File: src/decode_cfg.svh
// decode stage configuration
// data path width and register file geometry
`ifndef DECODE_CFG_SVH
`define DECODE_CFG_SVH

// data path and instruction width
`define DEC_WORD_W 16

// general registers and the width of a register index
`define DEC_REG_CNT 8
`define DEC_REG_AW 3

`endif

File: src/isa_pkg.sv
// instruction-set types for the 16-bit processor
// opcode, ALU, extension and branch encodings plus the decoded control word
package isa_pkg;

   // major opcode, instruction bits 15..11
   typedef enum logic [4:0] {
      OP_HALT  = 5'b00000,
      OP_NOP   = 5'b00001,
      OP_J     = 5'b00100,
      OP_JR    = 5'b00101,
      OP_JAL   = 5'b00110,
      OP_JALR  = 5'b00111,
      OP_ADDI  = 5'b01000,
      OP_SUBI  = 5'b01001,
      OP_XORI  = 5'b01010,
      OP_ANDNI = 5'b01011,
      OP_BEQZ  = 5'b01100,
      OP_BNEZ  = 5'b01101,
      OP_BLTZ  = 5'b01110,
      OP_BGEZ  = 5'b01111,
      OP_ST    = 5'b10000,
      OP_LD    = 5'b10001,
      OP_STU   = 5'b10011,
      OP_ALU_R = 5'b11011,
      OP_LBI   = 5'b11000
   } opcode_e;

   // operation for the execute stage
   typedef enum logic [3:0] {
      ALU_ADD    = 4'd0,
      ALU_SUB    = 4'd1,
      ALU_XOR    = 4'd2,
      ALU_ANDN   = 4'd3,
      ALU_PASS_B = 4'd4
   } alu_op_e;

   // immediate field select
   typedef enum logic [1:0] {
      EXT_IMM5   = 2'd0,
      EXT_IMM8   = 2'd1,
      EXT_DISP11 = 2'd2
   } ext_op_e;

   typedef enum logic [2:0] {
      BJ_NONE = 3'd0,
      BJ_BEQZ = 3'd1,
      BJ_BNEZ = 3'd2,
      BJ_BLTZ = 3'd3,
      BJ_BGEZ = 3'd4,
      BJ_J    = 3'd5,
      BJ_JR   = 3'd6
   } bj_op_e;

   // all zero is a NOP
   typedef struct packed {
      alu_op_e alu_op;
      logic    alu_src;
      ext_op_e ext_op;
      logic    ext_sign;
      logic    reg_write;
      logic    mem_read;
      logic    mem_write;
      logic    mem_to_reg;
      bj_op_e  bj_op;
      logic    link;
      logic    halt;
      logic    illegal;
      logic    uses_rs;
      logic    uses_rt;
   } ctrl_t;

endpackage

File: src/pipe_pkg.sv
// pipeline-side types seen by the decode stage
// destination info of instructions in flight and the writeback port
`include "decode_cfg.svh"

package pipe_pkg;

   // one later stage, as far as hazard checking cares
   typedef struct packed {
      logic                   reg_write;
      logic [`DEC_REG_AW-1:0] dest;
   } stage_info_t;

   // writeback data arrives already selected (alu, load or link)
   typedef struct packed {
      logic                   reg_write;
      logic [`DEC_REG_AW-1:0] dest;
      logic [`DEC_WORD_W-1:0] data;
   } wb_t;

endpackage

File: src/control_decode.sv
// main decoder of the decode stage
// maps the opcode to the control word and picks the destination register
`timescale 1ns/1ps
`include "decode_cfg.svh"

module control_decode (
   input  logic [`DEC_WORD_W-1:0] inst,
   input  logic                   inst_valid,
   output isa_pkg::ctrl_t         ctrl,
   output logic [`DEC_REG_AW-1:0] dest
);
   import isa_pkg::*;

   // JAL and JALR link into the top register
   localparam logic [`DEC_REG_AW-1:0] LINK_REG = '1;

   opcode_e                opcode;
   logic [`DEC_REG_AW-1:0] rs_f;
   logic [`DEC_REG_AW-1:0] rt_f;
   logic [`DEC_REG_AW-1:0] rd_f;

   assign opcode = opcode_e'(inst[15:11]);
   assign rs_f   = inst[10:8];
   assign rt_f   = inst[7:5];
   assign rd_f   = inst[4:2];

   always_comb begin
      ctrl = '0;
      dest = '0;
      if (inst_valid) begin
         case (opcode)
            OP_HALT: ctrl.halt = 1'b1;
            OP_NOP: ctrl.halt = 1'b0;
            OP_ALU_R: begin
               ctrl.reg_write = 1'b1;
               ctrl.uses_rs   = 1'b1;
               ctrl.uses_rt   = 1'b1;
               dest           = rd_f;
               // function code in bits 1..0
               case (inst[1:0])
                  2'b00: ctrl.alu_op = ALU_ADD;
                  2'b01: ctrl.alu_op = ALU_SUB;
                  2'b10: ctrl.alu_op = ALU_XOR;
                  default: ctrl.alu_op = ALU_ANDN;
               endcase
            end
            OP_ADDI, OP_SUBI, OP_XORI, OP_ANDNI: begin
               ctrl.alu_src   = 1'b1;
               ctrl.ext_op    = EXT_IMM5;
               // logic ops take the field unsigned
               ctrl.ext_sign  = (opcode == OP_ADDI) || (opcode == OP_SUBI);
               ctrl.reg_write = 1'b1;
               ctrl.uses_rs   = 1'b1;
               dest           = rt_f;
               case (opcode)
                  OP_SUBI: ctrl.alu_op = ALU_SUB;
                  OP_XORI: ctrl.alu_op = ALU_XOR;
                  OP_ANDNI: ctrl.alu_op = ALU_ANDN;
                  default: ctrl.alu_op = ALU_ADD;
               endcase
            end
            OP_ST, OP_LD, OP_STU: begin
               ctrl.alu_src  = 1'b1;
               ctrl.ext_op   = EXT_IMM5;
               ctrl.ext_sign = 1'b1;
               ctrl.uses_rs  = 1'b1;
               if (opcode == OP_LD) begin
                  ctrl.mem_read   = 1'b1;
                  ctrl.mem_to_reg = 1'b1;
                  ctrl.reg_write  = 1'b1;
                  dest            = rt_f;
               end else begin
                  // stores read rt as the data to write
                  ctrl.mem_write = 1'b1;
                  ctrl.uses_rt   = 1'b1;
                  // store with update writes the address back into rs
                  ctrl.reg_write = (opcode == OP_STU);
                  dest           = (opcode == OP_STU) ? rs_f : '0;
               end
            end
            OP_LBI: begin
               ctrl.alu_op    = ALU_PASS_B;
               ctrl.alu_src   = 1'b1;
               ctrl.ext_op    = EXT_IMM8;
               ctrl.ext_sign  = 1'b1;
               ctrl.reg_write = 1'b1;
               dest           = rs_f;
            end
            OP_BEQZ, OP_BNEZ, OP_BLTZ, OP_BGEZ: begin
               ctrl.ext_op   = EXT_IMM8;
               ctrl.ext_sign = 1'b1;
               ctrl.uses_rs  = 1'b1;
               case (opcode)
                  OP_BEQZ: ctrl.bj_op = BJ_BEQZ;
                  OP_BNEZ: ctrl.bj_op = BJ_BNEZ;
                  OP_BLTZ: ctrl.bj_op = BJ_BLTZ;
                  default: ctrl.bj_op = BJ_BGEZ;
               endcase
            end
            OP_J, OP_JAL: begin
               ctrl.ext_op    = EXT_DISP11;
               ctrl.ext_sign  = 1'b1;
               ctrl.bj_op     = BJ_J;
               ctrl.link      = (opcode == OP_JAL);
               ctrl.reg_write = (opcode == OP_JAL);
               dest           = (opcode == OP_JAL) ? LINK_REG : '0;
            end
            OP_JR, OP_JALR: begin
               ctrl.ext_op    = EXT_IMM8;
               ctrl.ext_sign  = 1'b1;
               ctrl.bj_op     = BJ_JR;
               ctrl.uses_rs   = 1'b1;
               ctrl.link      = (opcode == OP_JALR);
               ctrl.reg_write = (opcode == OP_JALR);
               dest           = (opcode == OP_JALR) ? LINK_REG : '0;
            end
            // undefined code, every enable stays clear
            default: ctrl.illegal = 1'b1;
         endcase
      end
   end

endmodule

File: src/reg_file_bypass.sv
// general register file, two read ports and one write port
// a read of the index being written returns the writeback data directly
`timescale 1ns/1ps
`include "decode_cfg.svh"

module reg_file_bypass #(
   parameter int REG_CNT = `DEC_REG_CNT
) (
   input  logic                   clk,
   input  logic                   rst_n,
   input  logic [`DEC_REG_AW-1:0] rs_sel,
   input  logic [`DEC_REG_AW-1:0] rt_sel,
   input  pipe_pkg::wb_t          wb,
   output logic [`DEC_WORD_W-1:0] rs_data,
   output logic [`DEC_WORD_W-1:0] rt_data
);

   logic [`DEC_WORD_W-1:0] regs [REG_CNT];
   logic                   rs_hit;
   logic                   rt_hit;

   always_ff @(posedge clk or negedge rst_n) begin
      if (!rst_n) begin
         for (int i = 0; i < REG_CNT; i++) begin
            regs[i] <= '0;
         end
      end else if (wb.reg_write) begin
         regs[wb.dest] <= wb.data;
      end
   end

   // same-cycle write to a read index
   assign rs_hit = wb.reg_write && (wb.dest == rs_sel);
   assign rt_hit = wb.reg_write && (wb.dest == rt_sel);

   assign rs_data = rs_hit ? wb.data : regs[rs_sel];
   assign rt_data = rt_hit ? wb.data : regs[rt_sel];

endmodule

File: src/imm_extend.sv
// immediate builder, selects the 5, 8 or 11 bit field of the instruction
// and zero- or sign-extends it to the word width
`timescale 1ns/1ps
`include "decode_cfg.svh"

module imm_extend (
   input  logic [`DEC_WORD_W-1:0] inst,
   input  isa_pkg::ext_op_e       ext_op,
   input  logic                   ext_sign,
   output logic [`DEC_WORD_W-1:0] imm
);
   import isa_pkg::*;

   always_comb begin
      case (ext_op)
         EXT_IMM8: imm = {{(`DEC_WORD_W-8){ext_sign & inst[7]}}, inst[7:0]};
         EXT_DISP11: imm = {{(`DEC_WORD_W-11){ext_sign & inst[10]}}, inst[10:0]};
         // IMM5 and the unused code
         default: imm = {{(`DEC_WORD_W-5){ext_sign & inst[4]}}, inst[4:0]};
      endcase
   end

endmodule

File: src/branch_target.sv
// branch and jump resolution in decode
// condition on rs, target address and the link value for JAL/JALR
`timescale 1ns/1ps
`include "decode_cfg.svh"

module branch_target (
   input  logic [`DEC_WORD_W-1:0] pc,
   input  logic [`DEC_WORD_W-1:0] rs_data,
   input  logic [`DEC_WORD_W-1:0] imm,
   input  isa_pkg::bj_op_e        bj_op,
   output logic [`DEC_WORD_W-1:0] target,
   output logic                   redirect,
   output logic [`DEC_WORD_W-1:0] link_data
);
   import isa_pkg::*;

   logic rs_zero;
   logic rs_neg;

   // pc of the next sequential instruction
   assign link_data = pc + `DEC_WORD_W'(2);

   assign rs_zero = (rs_data == '0);
   assign rs_neg  = rs_data[`DEC_WORD_W-1];

   // only JR/JALR take a register base
   assign target = (bj_op == BJ_JR) ? rs_data + imm : link_data + imm;

   always_comb begin
      case (bj_op)
         BJ_BEQZ: redirect = rs_zero;
         BJ_BNEZ: redirect = !rs_zero;
         BJ_BLTZ: redirect = rs_neg;
         BJ_BGEZ: redirect = !rs_neg;
         BJ_J, BJ_JR: redirect = 1'b1;
         default: redirect = 1'b0;
      endcase
   end

endmodule

File: src/hazard_detect.sv
// RAW hazard check of the decoded sources against the three stages ahead
// stalls decode and holds back the fetch flush while an operand is stale
`timescale 1ns/1ps
`include "decode_cfg.svh"

module hazard_detect (
   input  logic [`DEC_WORD_W-1:0] inst,
   input  logic [1:0]             ctrl_uses,
   input  logic                   redirect,
   input  pipe_pkg::stage_info_t  id_ex,
   input  pipe_pkg::stage_info_t  ex_mem,
   input  pipe_pkg::stage_info_t  mem_wb,
   output logic                   stall_decode,
   output logic                   flush_fetch
);
   import pipe_pkg::*;

   logic [`DEC_REG_AW-1:0] rs_f;
   logic [`DEC_REG_AW-1:0] rt_f;
   logic                   rs_hit;
   logic                   rt_hit;

   // one stage about to write the given register
   function automatic logic writes_to(input stage_info_t st,
                                      input logic [`DEC_REG_AW-1:0] sel);
      return st.reg_write && (st.dest == sel);
   endfunction

   assign rs_f = inst[10:8];
   assign rt_f = inst[7:5];

   // ctrl_uses is {uses_rs, uses_rt}, both low for a NOP
   assign rs_hit = ctrl_uses[1] &&
                   (writes_to(id_ex, rs_f) || writes_to(ex_mem, rs_f) ||
                    writes_to(mem_wb, rs_f));
   assign rt_hit = ctrl_uses[0] &&
                   (writes_to(id_ex, rt_f) || writes_to(ex_mem, rt_f) ||
                    writes_to(mem_wb, rt_f));

   assign stall_decode = rs_hit || rt_hit;

   // the branch decision may rest on a stale rs, so wait for the stall to clear
   assign flush_fetch = redirect && !stall_decode;

endmodule

File: src/decode_stage.sv
// instruction decode stage of the five-stage pipeline
// control, register read with bypass, immediate, branch resolution, hazards
`timescale 1ns/1ps
`include "decode_cfg.svh"

module decode_stage (
   input  logic                   clk,
   input  logic                   rst_n,
   input  logic [`DEC_WORD_W-1:0] inst,
   input  logic                   inst_valid,
   input  logic [`DEC_WORD_W-1:0] pc,
   input  pipe_pkg::wb_t          wb,
   input  pipe_pkg::stage_info_t  id_ex,
   input  pipe_pkg::stage_info_t  ex_mem,
   input  pipe_pkg::stage_info_t  mem_wb,
   output isa_pkg::ctrl_t         ctrl,
   output logic [`DEC_REG_AW-1:0] dest,
   output logic [`DEC_WORD_W-1:0] rs_data,
   output logic [`DEC_WORD_W-1:0] rt_data,
   output logic [`DEC_WORD_W-1:0] imm,
   output logic [`DEC_WORD_W-1:0] target,
   output logic [`DEC_WORD_W-1:0] link_data,
   output logic                   redirect,
   output logic                   stall_decode,
   output logic                   flush_fetch,
   output logic                   err
);

   logic [1:0] ctrl_uses;

   control_decode u_control (
      .inst       (inst),
      .inst_valid (inst_valid),
      .ctrl       (ctrl),
      .dest       (dest)
   );

   // rs is bits 10..8, rt is bits 7..5
   reg_file_bypass u_regs (
      .clk     (clk),
      .rst_n   (rst_n),
      .rs_sel  (inst[10:8]),
      .rt_sel  (inst[7:5]),
      .wb      (wb),
      .rs_data (rs_data),
      .rt_data (rt_data)
   );

   imm_extend u_imm (
      .inst     (inst),
      .ext_op   (ctrl.ext_op),
      .ext_sign (ctrl.ext_sign),
      .imm      (imm)
   );

   branch_target u_branch (
      .pc        (pc),
      .rs_data   (rs_data),
      .imm       (imm),
      .bj_op     (ctrl.bj_op),
      .target    (target),
      .redirect  (redirect),
      .link_data (link_data)
   );

   assign ctrl_uses = {ctrl.uses_rs, ctrl.uses_rt};

   hazard_detect u_hazard (
      .inst         (inst),
      .ctrl_uses    (ctrl_uses),
      .redirect     (redirect),
      .id_ex        (id_ex),
      .ex_mem       (ex_mem),
      .mem_wb       (mem_wb),
      .stall_decode (stall_decode),
      .flush_fetch  (flush_fetch)
   );

   // only fault reported from decode
   assign err = ctrl.illegal;

endmodule

File: config.mk
export PLATFORM = sky130hd
export DESIGN_NAME = decode_stage
export DESIGN_NICKNAME = d
export VERILOG_FILES = /design/src/isa_pkg.sv /design/src/pipe_pkg.sv /design/src/control_decode.sv /design/src/reg_file_bypass.sv /design/src/imm_extend.sv /design/src/branch_target.sv /design/src/hazard_detect.sv /design/src/decode_stage.sv
export VERILOG_INCLUDE_DIRS = /design/src /design/src/src
export SDC_FILE = /design/constraint.sdc
export NUM_CORES = 1
export LEC_CHECK = 0
export BUFFER_PORTS_ARGS = -buffer_cell sky130_fd_sc_hd__buf_4
export CORE_MARGIN = 2
export CORE_UTILIZATION = 55
export DETAILED_ROUTE_END_ITERATION = 10
export PLACE_DENSITY = 0.79
export SYNTH_ARGS = -nofsm -noshare
export SYNTH_HDL_FRONTEND = slang
export SYNTH_SLANG_ARGS = --single-unit
export TNS_END_PERCENT = 100
File: constraint.sdc
create_clock -name clk -period 11.05 [get_ports clk]
set_clock_uncertainty 0.2 [all_clocks]
set_input_delay 1.105 -clock clk [delete_from_list [all_inputs] [get_ports clk]]
set_output_delay 1.105 -clock clk [all_outputs]
set_load 0.1 [all_outputs]
==> results of run 1 <==
==> area by class of cell <==
cell class / instances / area (µm²) / area share [%]
Inverter: 18 / 67.56 / 0.6132
Tap cell: 220 / 275.3 / 2.498
Timing Repair Buffer: 179 / 1344 / 12.20
Multi-Input combinational cell: 576 / 5625 / 51.06
Clock buffer: 21 / 460.4 / 4.179
Clock inverter: 8 / 42.54 / 0.3861
Sequential cell: 128 / 3203 / 29.07
==> cell usage after synthesis, drive strengths merged (5+ instances only) <==
cell and count:
a21o 5, clkbuf 40, nand2b 5, nand3 15, mux2 155, o21ai 16
and3 8, nand2 32, nand4 11, inv 18, ha 18, xor2 7
mux2i 28, nor3 12, and2 5, nor2 53, buf 38, xnor2 44
dfrtp 128, a21oi 45, mux4 64
==> routing by layer <==
metal / vias to the layer above / routed length (µm) / GRT usage, %
met4: 0 / 662 / 11.23
met5: - / 0 / 0
li1: 3211 / - / -
met2: 344 / 12940 / 48.97
met3: 56 / 2044 / 6.621
met1: 3617 / 10390 / 37.98
==> final timing paths <==
path / end / startpoint / cells past startpoint / slack (ns)
min in group asynchronous: u_regs.regs[78]$_DFFE_PN0P_ / rst_n / 1 / 0.57
max in group asynchronous: u_regs.regs[31]$_DFFE_PN0P_ / rst_n / 2 / 8.72
hold / removal: u_regs.regs[3]$_DFFE_PN0P_ / u_regs.regs[3]$_DFFE_PN0P_ / 1 / 0.32
hold reg to reg: u_regs.regs[3]$_DFFE_PN0P_ / u_regs.regs[3]$_DFFE_PN0P_ / 1 / 0.32
setup reg to reg: u_regs.regs[53]$_DFFE_PN0P_ / u_regs.regs[53]$_DFFE_PN0P_ / 1 / 10.04
setup / recovery: target[15] / inst[8] / 14 / 4.36
==> metrics by stage <==
step / power [mW] / util, % / std cells / hold WS, ns / area, µm²
2_1_floorplan: 1.418 / - / 800 / 0.2882 / 9241
3_3_place_gp: 1.622 / 63.63 / 1121 / 0.3000 / 10520
3_5_place_dp: 1.645 / 63.63 / 1121 / 0.3098 / 10520
4_1_cts: 2.135 / 66.68 / 1150 / 0.3258 / 11020
5_1_grt: 2.210 / 66.68 / 1150 / 0.3380 / 11020
6_report: 2.135 / 66.68 / 1150 / 0.3244 / 11020
==> layout by cell type, fill, tap and decap left out, types with 3 or more instances in the layout <==
cell,Yosys,final
and2_1,5,5
clkbuf_16,0,17
a31oi_1,3,3
buf_4,22,179
mux4_1,5,5
a21oi_1,45,45
xnor2_1,44,44
nand4b_1,3,3
ha_1,18,18
o21a_1,3,3
nor3_1,12,10
xor2_1,7,7
nor2b_1,3,3
a222oi_1,3,3
clkinv_2,0,7
and3_1,8,8
inv_1,18,18
or3_1,4,4
nand2_1,32,32
nand4_1,11,11
dfrtp_1,128,128
a21o_1,5,5
nor2_1,53,53
nand2b_1,5,5
nand3_1,15,15
mux4_2,59,59
mux2i_1,28,28
mux2_2,154,154
o21ai_0,16,16
==> power by group through the flow <==
stage                     Clock, mW  Sequential (mW)  Combinational, mW
after global placement            0            0.644              0.978
after global routing          0.507            0.664               1.04
after detailed placement          0            0.653              0.992
final                         0.483            0.652               1.00
after floorplan                   0            0.626              0.792
after CTS                     0.487            0.648               1.00
==> cells by family after synthesis <==
kind of cell               synth area share, %
buffers and inverters                    4.955
xor gates and xnor gates                 4.833
muxes                                    37.76
AOI/OAI and AO/OA                        6.201
and+or+nand+nor                          8.895
adders and majority gates                2.654
other                                  0.04058
DFF                                      34.66
==> flow_summary.toml, run 1 <==
[power_and_ir_drop]
internal_power_mw = 1.196
swShare_pct = 43.96
p_leak_nw = 4.885
comb_power_share_pct = 46.8
netSwitchingPower_mw = 0.9383
pwr_density_cell_nw_per_um2 = 193.7
clkPwrFrac_pct = 22.6
seqPwrFrac_pct = 30.5
irDropWorstVdd_uv = 119.9

[status]
status = "completed"

[critical_path]
worstPathMaxFanout = 38
critical_path.n_buffers_inverters = 2
worstPathArrival_ns = 5.38
cp_cell_sequence = "buf_4 > mux4_2 > mux2i_1 > a21oi_1 > mux2_2 > ha_1 > and2_1 > a311o_1 > o311a_1 > o311ai_0 > o21ai_0 > a21oi_1 > xnor2_1 > buf_4"
critPathRequiredTime_ns = 9.75
critPathKind = "in2out"
path_delay_family = "compound AO/OA/AOI/OAI gates"
crit_path_start_kind = "primary input"
critical-path-slowest-cell = "mux4_2"
end_kind = "output port"
cp_slowest_stage_delay_ns = 0.59

[cts]
path_clk_slew_ns = 0.05
cts.sinks = 128
worstSkewPairLatency_ns = 0.41
cts_tree = "done"
clockBufferDepth = 2
post-cts-setup-buffer-count = 0
hold_buffers = 0
cts-root-buf = "clkbuf_16"
cts.repair.resized = 0
h-tree-depth = 4
numCtsBuffers = 17

[global_routing]
antenna_found_initial = 0
grt_max_degree = 69
grt_pass1_vias = 7221
grt-ovfl-total = 0
grt_pass1_wl_um = 40210
grt_usage_pct = 29.47

[logic_synthesis]
syn_avg_cell_area_um2 = 11.55
ys_seq_elements = 128
async_flop_share_pct = 100.0
synth_top_cell_by_area = "dfrtp_1"
syn_inst = 800
synth.top_cell.area_share_pct = 34.66
ys_top_cells_by_area = "dfrtp_1, mux2_2, mux4_2, xnor2_1, mux2i_1"
synth-edff-count = 0
netlist_area_um2 = 9241
syn_nets = 886
yosysWarnings = 0
synth.distinct_cells = 62
yosysSeqAreaShare_pct = 34.66
ys.flop_type = "dfrtp_1"

[detailed_routing]
post_drt_wl_per_cell_um = 22.64
final_antenna_net_count = 0
drtIter0Drc = 370
viasPerCell = 6.285
drtPass1Iterations = 5
wirelength_um = 26030
drc_errors = 0
vias = 7228

[job]
cap_violations = 0

[layout]
layout-drive-gt1-share_pct = 46.24
final_nets = 1006
regMostFlops = "u_regs.regs"
biggestRegsByFlops = "u_regs.regs: 128 flops"
largest_register_ff_count = 128
area_growth_syn_to_layout_pct = 19.23
fill_cells = 1236
n_antenna_cell = 0

[timing]
setup_viol = 0
slew_violations = 0
setup_ws_ns = 4.364
slew_headroom_pct = 20.37
grt_setup_unrepaired = "no"
setup_tns_ns = 0
hold_violations = 0
max_freq_mhz = 149.6
fin_crit_sh_pct = 60.51
tightestPinTransition_ns = 1.193
min_period_ns = 6.686

[placed_design]
port_buffers = 172
gp_congestion = 0.9276
post-place-ws_ns = 4.335
dpl.hpwl_um = 17350

[die]
die_area_um2 = 17860
coreArea_um2 = 16520
start_util_pct = 55.92
io_pins = 174
die_height_um = 133.6
num_rows = 47
die_x_um = 133.6

[worst_hold_path]
hold_class = "reg2reg"
No activity file was read; power rests on OpenSTA's default activity.
==> inputs of run 2 (changes only) <==
ABC_AREA = 1   (was unset)
CORE_UTILIZATION = 52   (was 55)
PLACE_DENSITY = 0.78   (was 0.79)
clock period = 5.9 ns   (was 11.05 ns; I/O delays follow)
==> run 2 against run 1 <==
Clock power rose by 120%. Non-clock buffer count increased by 13. Highest routed layer unchanged. Worst hold slack lost 0.26 ns. Synthesized area up 2.6%. Largest power group unchanged. Combinational power increased by 54%. Clock-buffer cell count grew 3. Via count is 46% higher. Critical path type unchanged.
==> flow_summary.toml, run 2 <==
[status]
status = "completed"

[die]
start_util_pct = 52.95
num_rows = 49
die_area_um2 = 19330
die_height_um = 139.0
die_x_um = 139.0
io_pins = 174
coreArea_um2 = 17900

[critical_path]
r2r_setup_slack_ns = 4.93
worstPathArrival_ns = 4.63
rr_endpoint = "u_regs.regs[72]$_DFFE_PN0P_"
critPathKind = "in2out"
critPathRequiredTime_ns = 5.11
rr_worst_depth = 2
cp-startpoint = "inst[15]"
worstPathMaxFanout = 9
r2r-start = "u_regs.regs[72]$_DFFE_PN0P_"
crit_path_start_kind = "primary input"
end_kind = "output port"

[logic_synthesis]
ys_seq_elements = 128
synth_common_cells = "nand2_1, o21ai_0, inv_1, dfrtp_1, a21oi_1"
syn_inst = 1462
yosysMostFrequentCell = "nand2_1"
syn_avg_cell_area_um2 = 6.484
synth.top_cell.area_share_pct = 33.79
netlist_area_um2 = 9479
yosysSeqAreaShare_pct = 33.79
yosysWarnings = 0
syn_nets = 1548
ys.flop_type = "dfrtp_1"
synth.distinct_cells = 39
synth_top_cell_by_area = "dfrtp_1"
synth-edff-count = 0
ys_top_cells_by_area = "dfrtp_1, nand2_1, o21ai_0, inv_1, a21oi_1"
async_flop_share_pct = 100.0

[timing]
min_period_ns = 5.420
fin_crit_sh_pct = 91.87
setup_viol = 0
max_freq_mhz = 184.5
slew_headroom_pct = 11.31
slew_violations = 0
tightestPinTransition_ns = 1.327
hold_violations = 0
fin_hold_ws_ns = 0.06092
grt_setup_unrepaired = "no"
setup_ws_ns = 0.4795

[detailed_routing]
post_drt_wl_per_cell_um = 18.25
drtPass1Iterations = 5
vias = 10567
viasPerCell = 5.822
final_antenna_net_count = 0
drtIter0Drc = 1085
drc_errors = 0
wirelength_um = 33120

[job]
cap_violations = 0

[global_routing]
antenna_found_initial = 0
grt_usage_pct = 33.91
grt_pass1_vias = 9843
grt-ovfl-total = 0
grt_max_degree = 77
grt_pass1_wl_um = 52650

[layout]
final_nets = 1661
layout_common_cells = "nand2_1, o21ai_0, buf_4, inv_1, dfrtp_1"
n_antenna_cell = 0
regMostFlops = "u_regs.regs"
largest_register_ff_count = 128
final_common_cell = "nand2_1"
area_growth_syn_to_layout_pct = 22.20
layout-drive-gt1-share_pct = 16.71
fill_cells = 1597
biggestRegsByFlops = "u_regs.regs: 128 flops"

[power_and_ir_drop]
netSwitchingPower_mw = 1.639
swShare_pct = 43.50
irDropWorstVdd_uv = 263.5
internal_power_mw = 2.129
clkPwrFrac_pct = 28.6
comb_power_share_pct = 40.9
seqPwrFrac_pct = 30.5
p_leak_nw = 5.766
pwr_density_cell_nw_per_um2 = 325.3

[placed_design]
port_buffers = 172
post-place-ws_ns = 0.5188
gp_congestion = 0.9421
dpl.hpwl_um = 22220

[cts]
h-tree-depth = 4
cts.sinks = 128
numCtsBuffers = 17
post-cts-setup-buffer-count = 0
path_clk_slew_ns = 0.05
cts.repair.resized = 0
worstSkewPairLatency_ns = 0.42
hold_buffers = 0
clockBufferDepth = 2
cts_tree = "done"
cts-root-buf = "clkbuf_16"

[worst_hold_path]
hold_class = "in2async"
-- run 2: per-stage QoR --
stage | TNS (ns) | util [%] | cells | instance area (µm²) | total power [mW]
2_1_floorplan | -0.04743 | - | 1462 | 9709 | 2.313
3_3_place_gp | 0 | 61.37 | 1785 | 10990 | 2.660
3_5_place_dp | 0 | 61.37 | 1785 | 10990 | 2.684
4_1_cts | 0 | 64.71 | 1815 | 11580 | 3.762
5_1_grt | 0 | 64.71 | 1815 | 11580 | 3.946
6_report | 0 | 64.71 | 1815 | 11580 | 3.769
-- run 2: how the worst max path moves through the flow --
stage / endpoint / cells past startpoint
after detailed placement: target[12] / 24
after CTS: target[12] / 24
final: target[12] / 24
after global routing: target[12] / 24
after global placement: target[12] / 24
after floorplan: target[13] / 20
-- run 2: power by group through the flow --
stage / Clock (mW) / Sequential, mW / Combinational (mW)
detailed placement: 0 / 1.16 / 1.53
CTS: 1.08 / 1.15 / 1.53
finish: 1.08 / 1.15 / 1.54
global placement: 0 / 1.15 / 1.51
global route: 1.13 / 1.17 / 1.65
floorplan: 0 / 1.13 / 1.18
-- run 2: routing by layer --
layer	vias to the layer above	share of wire (%)	track usage, %
met3	101	9.9	7.217
met1	4848	39	43.15
met2	617	47	55.90
li1	5001	-	-
met5	-	0	0
met4	0	4.1	14.94
-- run 2: kinds of logic after synthesis --
family                     after synthesis  share of synthesized area (%)
AOI/OAI and AO/OA                      413                          23.06
xor gates and xnor gates                32                          2.957
adders and majority gates               19                          2.587
buffers and inverters                  269                          11.63
DFF                                    128                          33.79
muxes                                    1                         0.1188
other                                    1                        0.03956
and+or+nand+nor                        599                          25.82
-- run 2: critical path, stage by stage --
cell and delay [ns]:
buf_4 0.10, clkinv_1 0.20, nand2_1 0.15, nor2_1 0.07, nand2_1 0.08, nand2_1 0.08, nor2_1 0.30, nor2_4 0.09
ha_1 0.28, buf_4 0.19, nand3_1 0.35, o31ai_4 0.17, ha_4 0.33, nand2_1 0.05, inv_1 0.06, a21oi_1 0.12
o21ai_0 0.40, a21oi_1 0.14, o21bai_2 0.27, nand3_1 0.14, nand2_1 0.08, nand2_1 0.06, nand2_2 0.05, buf_4 0.28
-- run 2: cell type report --
cell class | count | area (µm²) | share of cell area (%)
Multi-Input combinational cell | 1065 | 5414 | 46.74
Tap cell | 229 | 286.5 | 2.474
Sequential cell | 128 | 3203 | 27.65
Timing Repair Buffer | 192 | 1441 | 12.44
Clock buffer | 24 | 491.7 | 4.245
Inverter | 171 | 641.9 | 5.541
Clock inverter | 6 | 105.1 | 0.9073
==> inputs of run 3 (changes only) <==
SLEW_MARGIN = 5   (was unset)
clock period = 4.5 ns   (was 5.9 ns; I/O delays follow)
==> run 3 against run 2 <==
Clock-buffer cell count grew 1. Register-to-register slack got worse by 1.4 ns. Worst hold slack better by 0.0087 ns. Critical endpoint is now target[14]. First-iteration DRC count is 15% higher. Critical path type unchanged. Core utilization up 3.5 points. Sequential share of layout area fell by 1.4 points. Die area is the same. Global-route usage rose by 0.69 points. Sequential power is 31% higher.
==> flow_summary.toml, run 3 (synthesis gave the netlist of run 2 again) <==
[status]
status = "completed"

[timing]
slew_violations = 0
setup_ws_ns = 0.1532
fin_crit_sh_pct = 96.60
fin_hold_ws_ns = 0.06961
setup_tns_ns = 0
hold_violations = 0
min_period_ns = 4.347
max_freq_mhz = 230.1
setup_viol = 0
tightestPinTransition_ns = 1.242
slew_headroom_pct = 16.97

[detailed_routing]
drtPass1Iterations = 6
viasPerCell = 5.787
drtIter0Drc = 1248
drc_errors = 0
post_drt_wl_per_cell_um = 18.44
vias = 10677
wirelength_um = 34030
final_antenna_net_count = 0

[critical_path]
critPathKind = "in2out"
worstPathArrival_ns = 3.70
cp_cell_sequence = "buf_4 > nand2_2 > inv_1 > nor2_2 > nand2_1 > nand2_2 > nor2_4 > nor2_4 > inv_1 > ha_1 > inv_1 > o21ai_0 > mux2_2 > nand2_1 > clkinvlp_4 > ha_4 > nand2_1 > o21ai_0 > a21oi_2 > o21ai_4 > xor2_4 > buf_12"
critical-path-slowest-cell = "ha_4"
cp_slowest_stage_delay_ns = 0.37
worstPathMaxFanout = 7
critPathRequiredTime_ns = 3.85
end_kind = "output port"
crit_path_start_kind = "primary input"

[global_routing]
grt-ovfl-total = 0
top_usage_layer = "met2"
antenna_found_initial = 0
grt_pass1_vias = 10028
grt_use_met3_pct = 6.285
met1_usage_pct = 43.57
grt_max_degree = 74
grt_pass1_wl_um = 53260
grtUsageMet2_pct = 57.56
grt_usage_pct = 34.60

[layout]
final_nets = 1691
final_common_cell = "nand2_1"
layoutNonFillerInstCount = 1845
regMostFlops = "u_regs.regs"
final_area_um2 = 12210
post-route-util_pct = 68.21
layout_common_cells = "nand2_1, o21ai_0, buf_4, inv_1, dfrtp_1"
layout-drive-gt1-share_pct = 21.04
n_antenna_cell = 0
largest_register_ff_count = 128
area_growth_syn_to_layout_pct = 28.82
biggestRegsByFlops = "u_regs.regs: 128 flops"

[power_and_ir_drop]
power_mw = 5.011
pwr_density_cell_nw_per_um2 = 410.4
p_leak_nw = 5.986
irDropWorstVdd_uv = 367.5

[placed_design]
gp_congestion = 1.046
post-place-ws_ns = 0.01099
dpl_cell_area_um2 = 11480
port_buffers = 172
dpl.hpwl_um = 23450
dp.cells = 1812

[worst_hold_path]
hold_class = "in2reg"

[die]
io_pins = 174
coreArea_um2 = 17900
die_height_um = 139.0
die_x_um = 139.0
num_rows = 49
start_util_pct = 52.95
die_area_um2 = 19330

[cts]
cts_tree = "done"
worstSkewPairLatency_ns = 0.41
path_clk_slew_ns = 0.05
cts.sinks = 128
cts-root-buf = "clkbuf_16"
clockBufferDepth = 2
numCtsBuffers = 17
h-tree-depth = 4

[job]
cap_violations = 0
[run 3: where the power goes]
| group | internal [mW] | switching, mW |
|---|---|---|
| Clock | 0.881 | 0.487 |
| Sequential | 1.37 | 0.139 |
| Combinational | 0.566 | 1.57 |
| Total | 2.82 | 2.19 |
[run 3: path summary, 6_finish.rpt]
kind,depth (start not counted),to,start,slack (ns)
max in group asynchronous,3,u_regs.regs[53]$_DFFE_PN0P_,rst_n,2.65
worst max-delay path,22,target[14],inst[11],0.15
worst min-delay path,3,u_regs.regs[4]$_DFFE_PN0P_,wb[4],0.07
worst max register to register,2,u_regs.regs[120]$_DFFE_PN0P_,u_regs.regs[120]$_DFFE_PN0P_,3.52
worst min register to register,2,u_regs.regs[91]$_DFFE_PN0P_,u_regs.regs[91]$_DFFE_PN0P_,0.28
min in group asynchronous,2,u_regs.regs[93]$_DFFE_PN0P_,rst_n,0.49
[run 3: area by class of cell]
class                      count  area [µm²]
clock buffer                  25       505.5
clock inverter                 5       77.57
fill                        1532        5692
inverter                     171       671.9
multi-input combinational   1065        5723
sequential                   128        3203
tap                          229       286.5
timing repair buffer         222        1743
[run 3: layer usage]
metal	vias up	routed length [µm]
li1	5051	-
met1	4909	13060
met2	605	16110
met3	112	3197
met4	0	1660
met5	-	0
[run 3: timing repair]
action	in CTS	in global routing
gates resized for setup	1	26
buffers inserted	0	2
hold buffers	1	0
pin swaps	0	3
endpoints found under the setup margin	1	6
cloned	0	0
hold endpoints to repair	39	0
[run 3: worst max-delay path: cells and delay by family]
kind	cells	cell delay, ns
simple gates	8	0.91
buf+inv	6	0.79
fa+ha+maj	2	0.56
compound gates	4	0.54
mux	1	0.27
xor+xnor	1	0.18
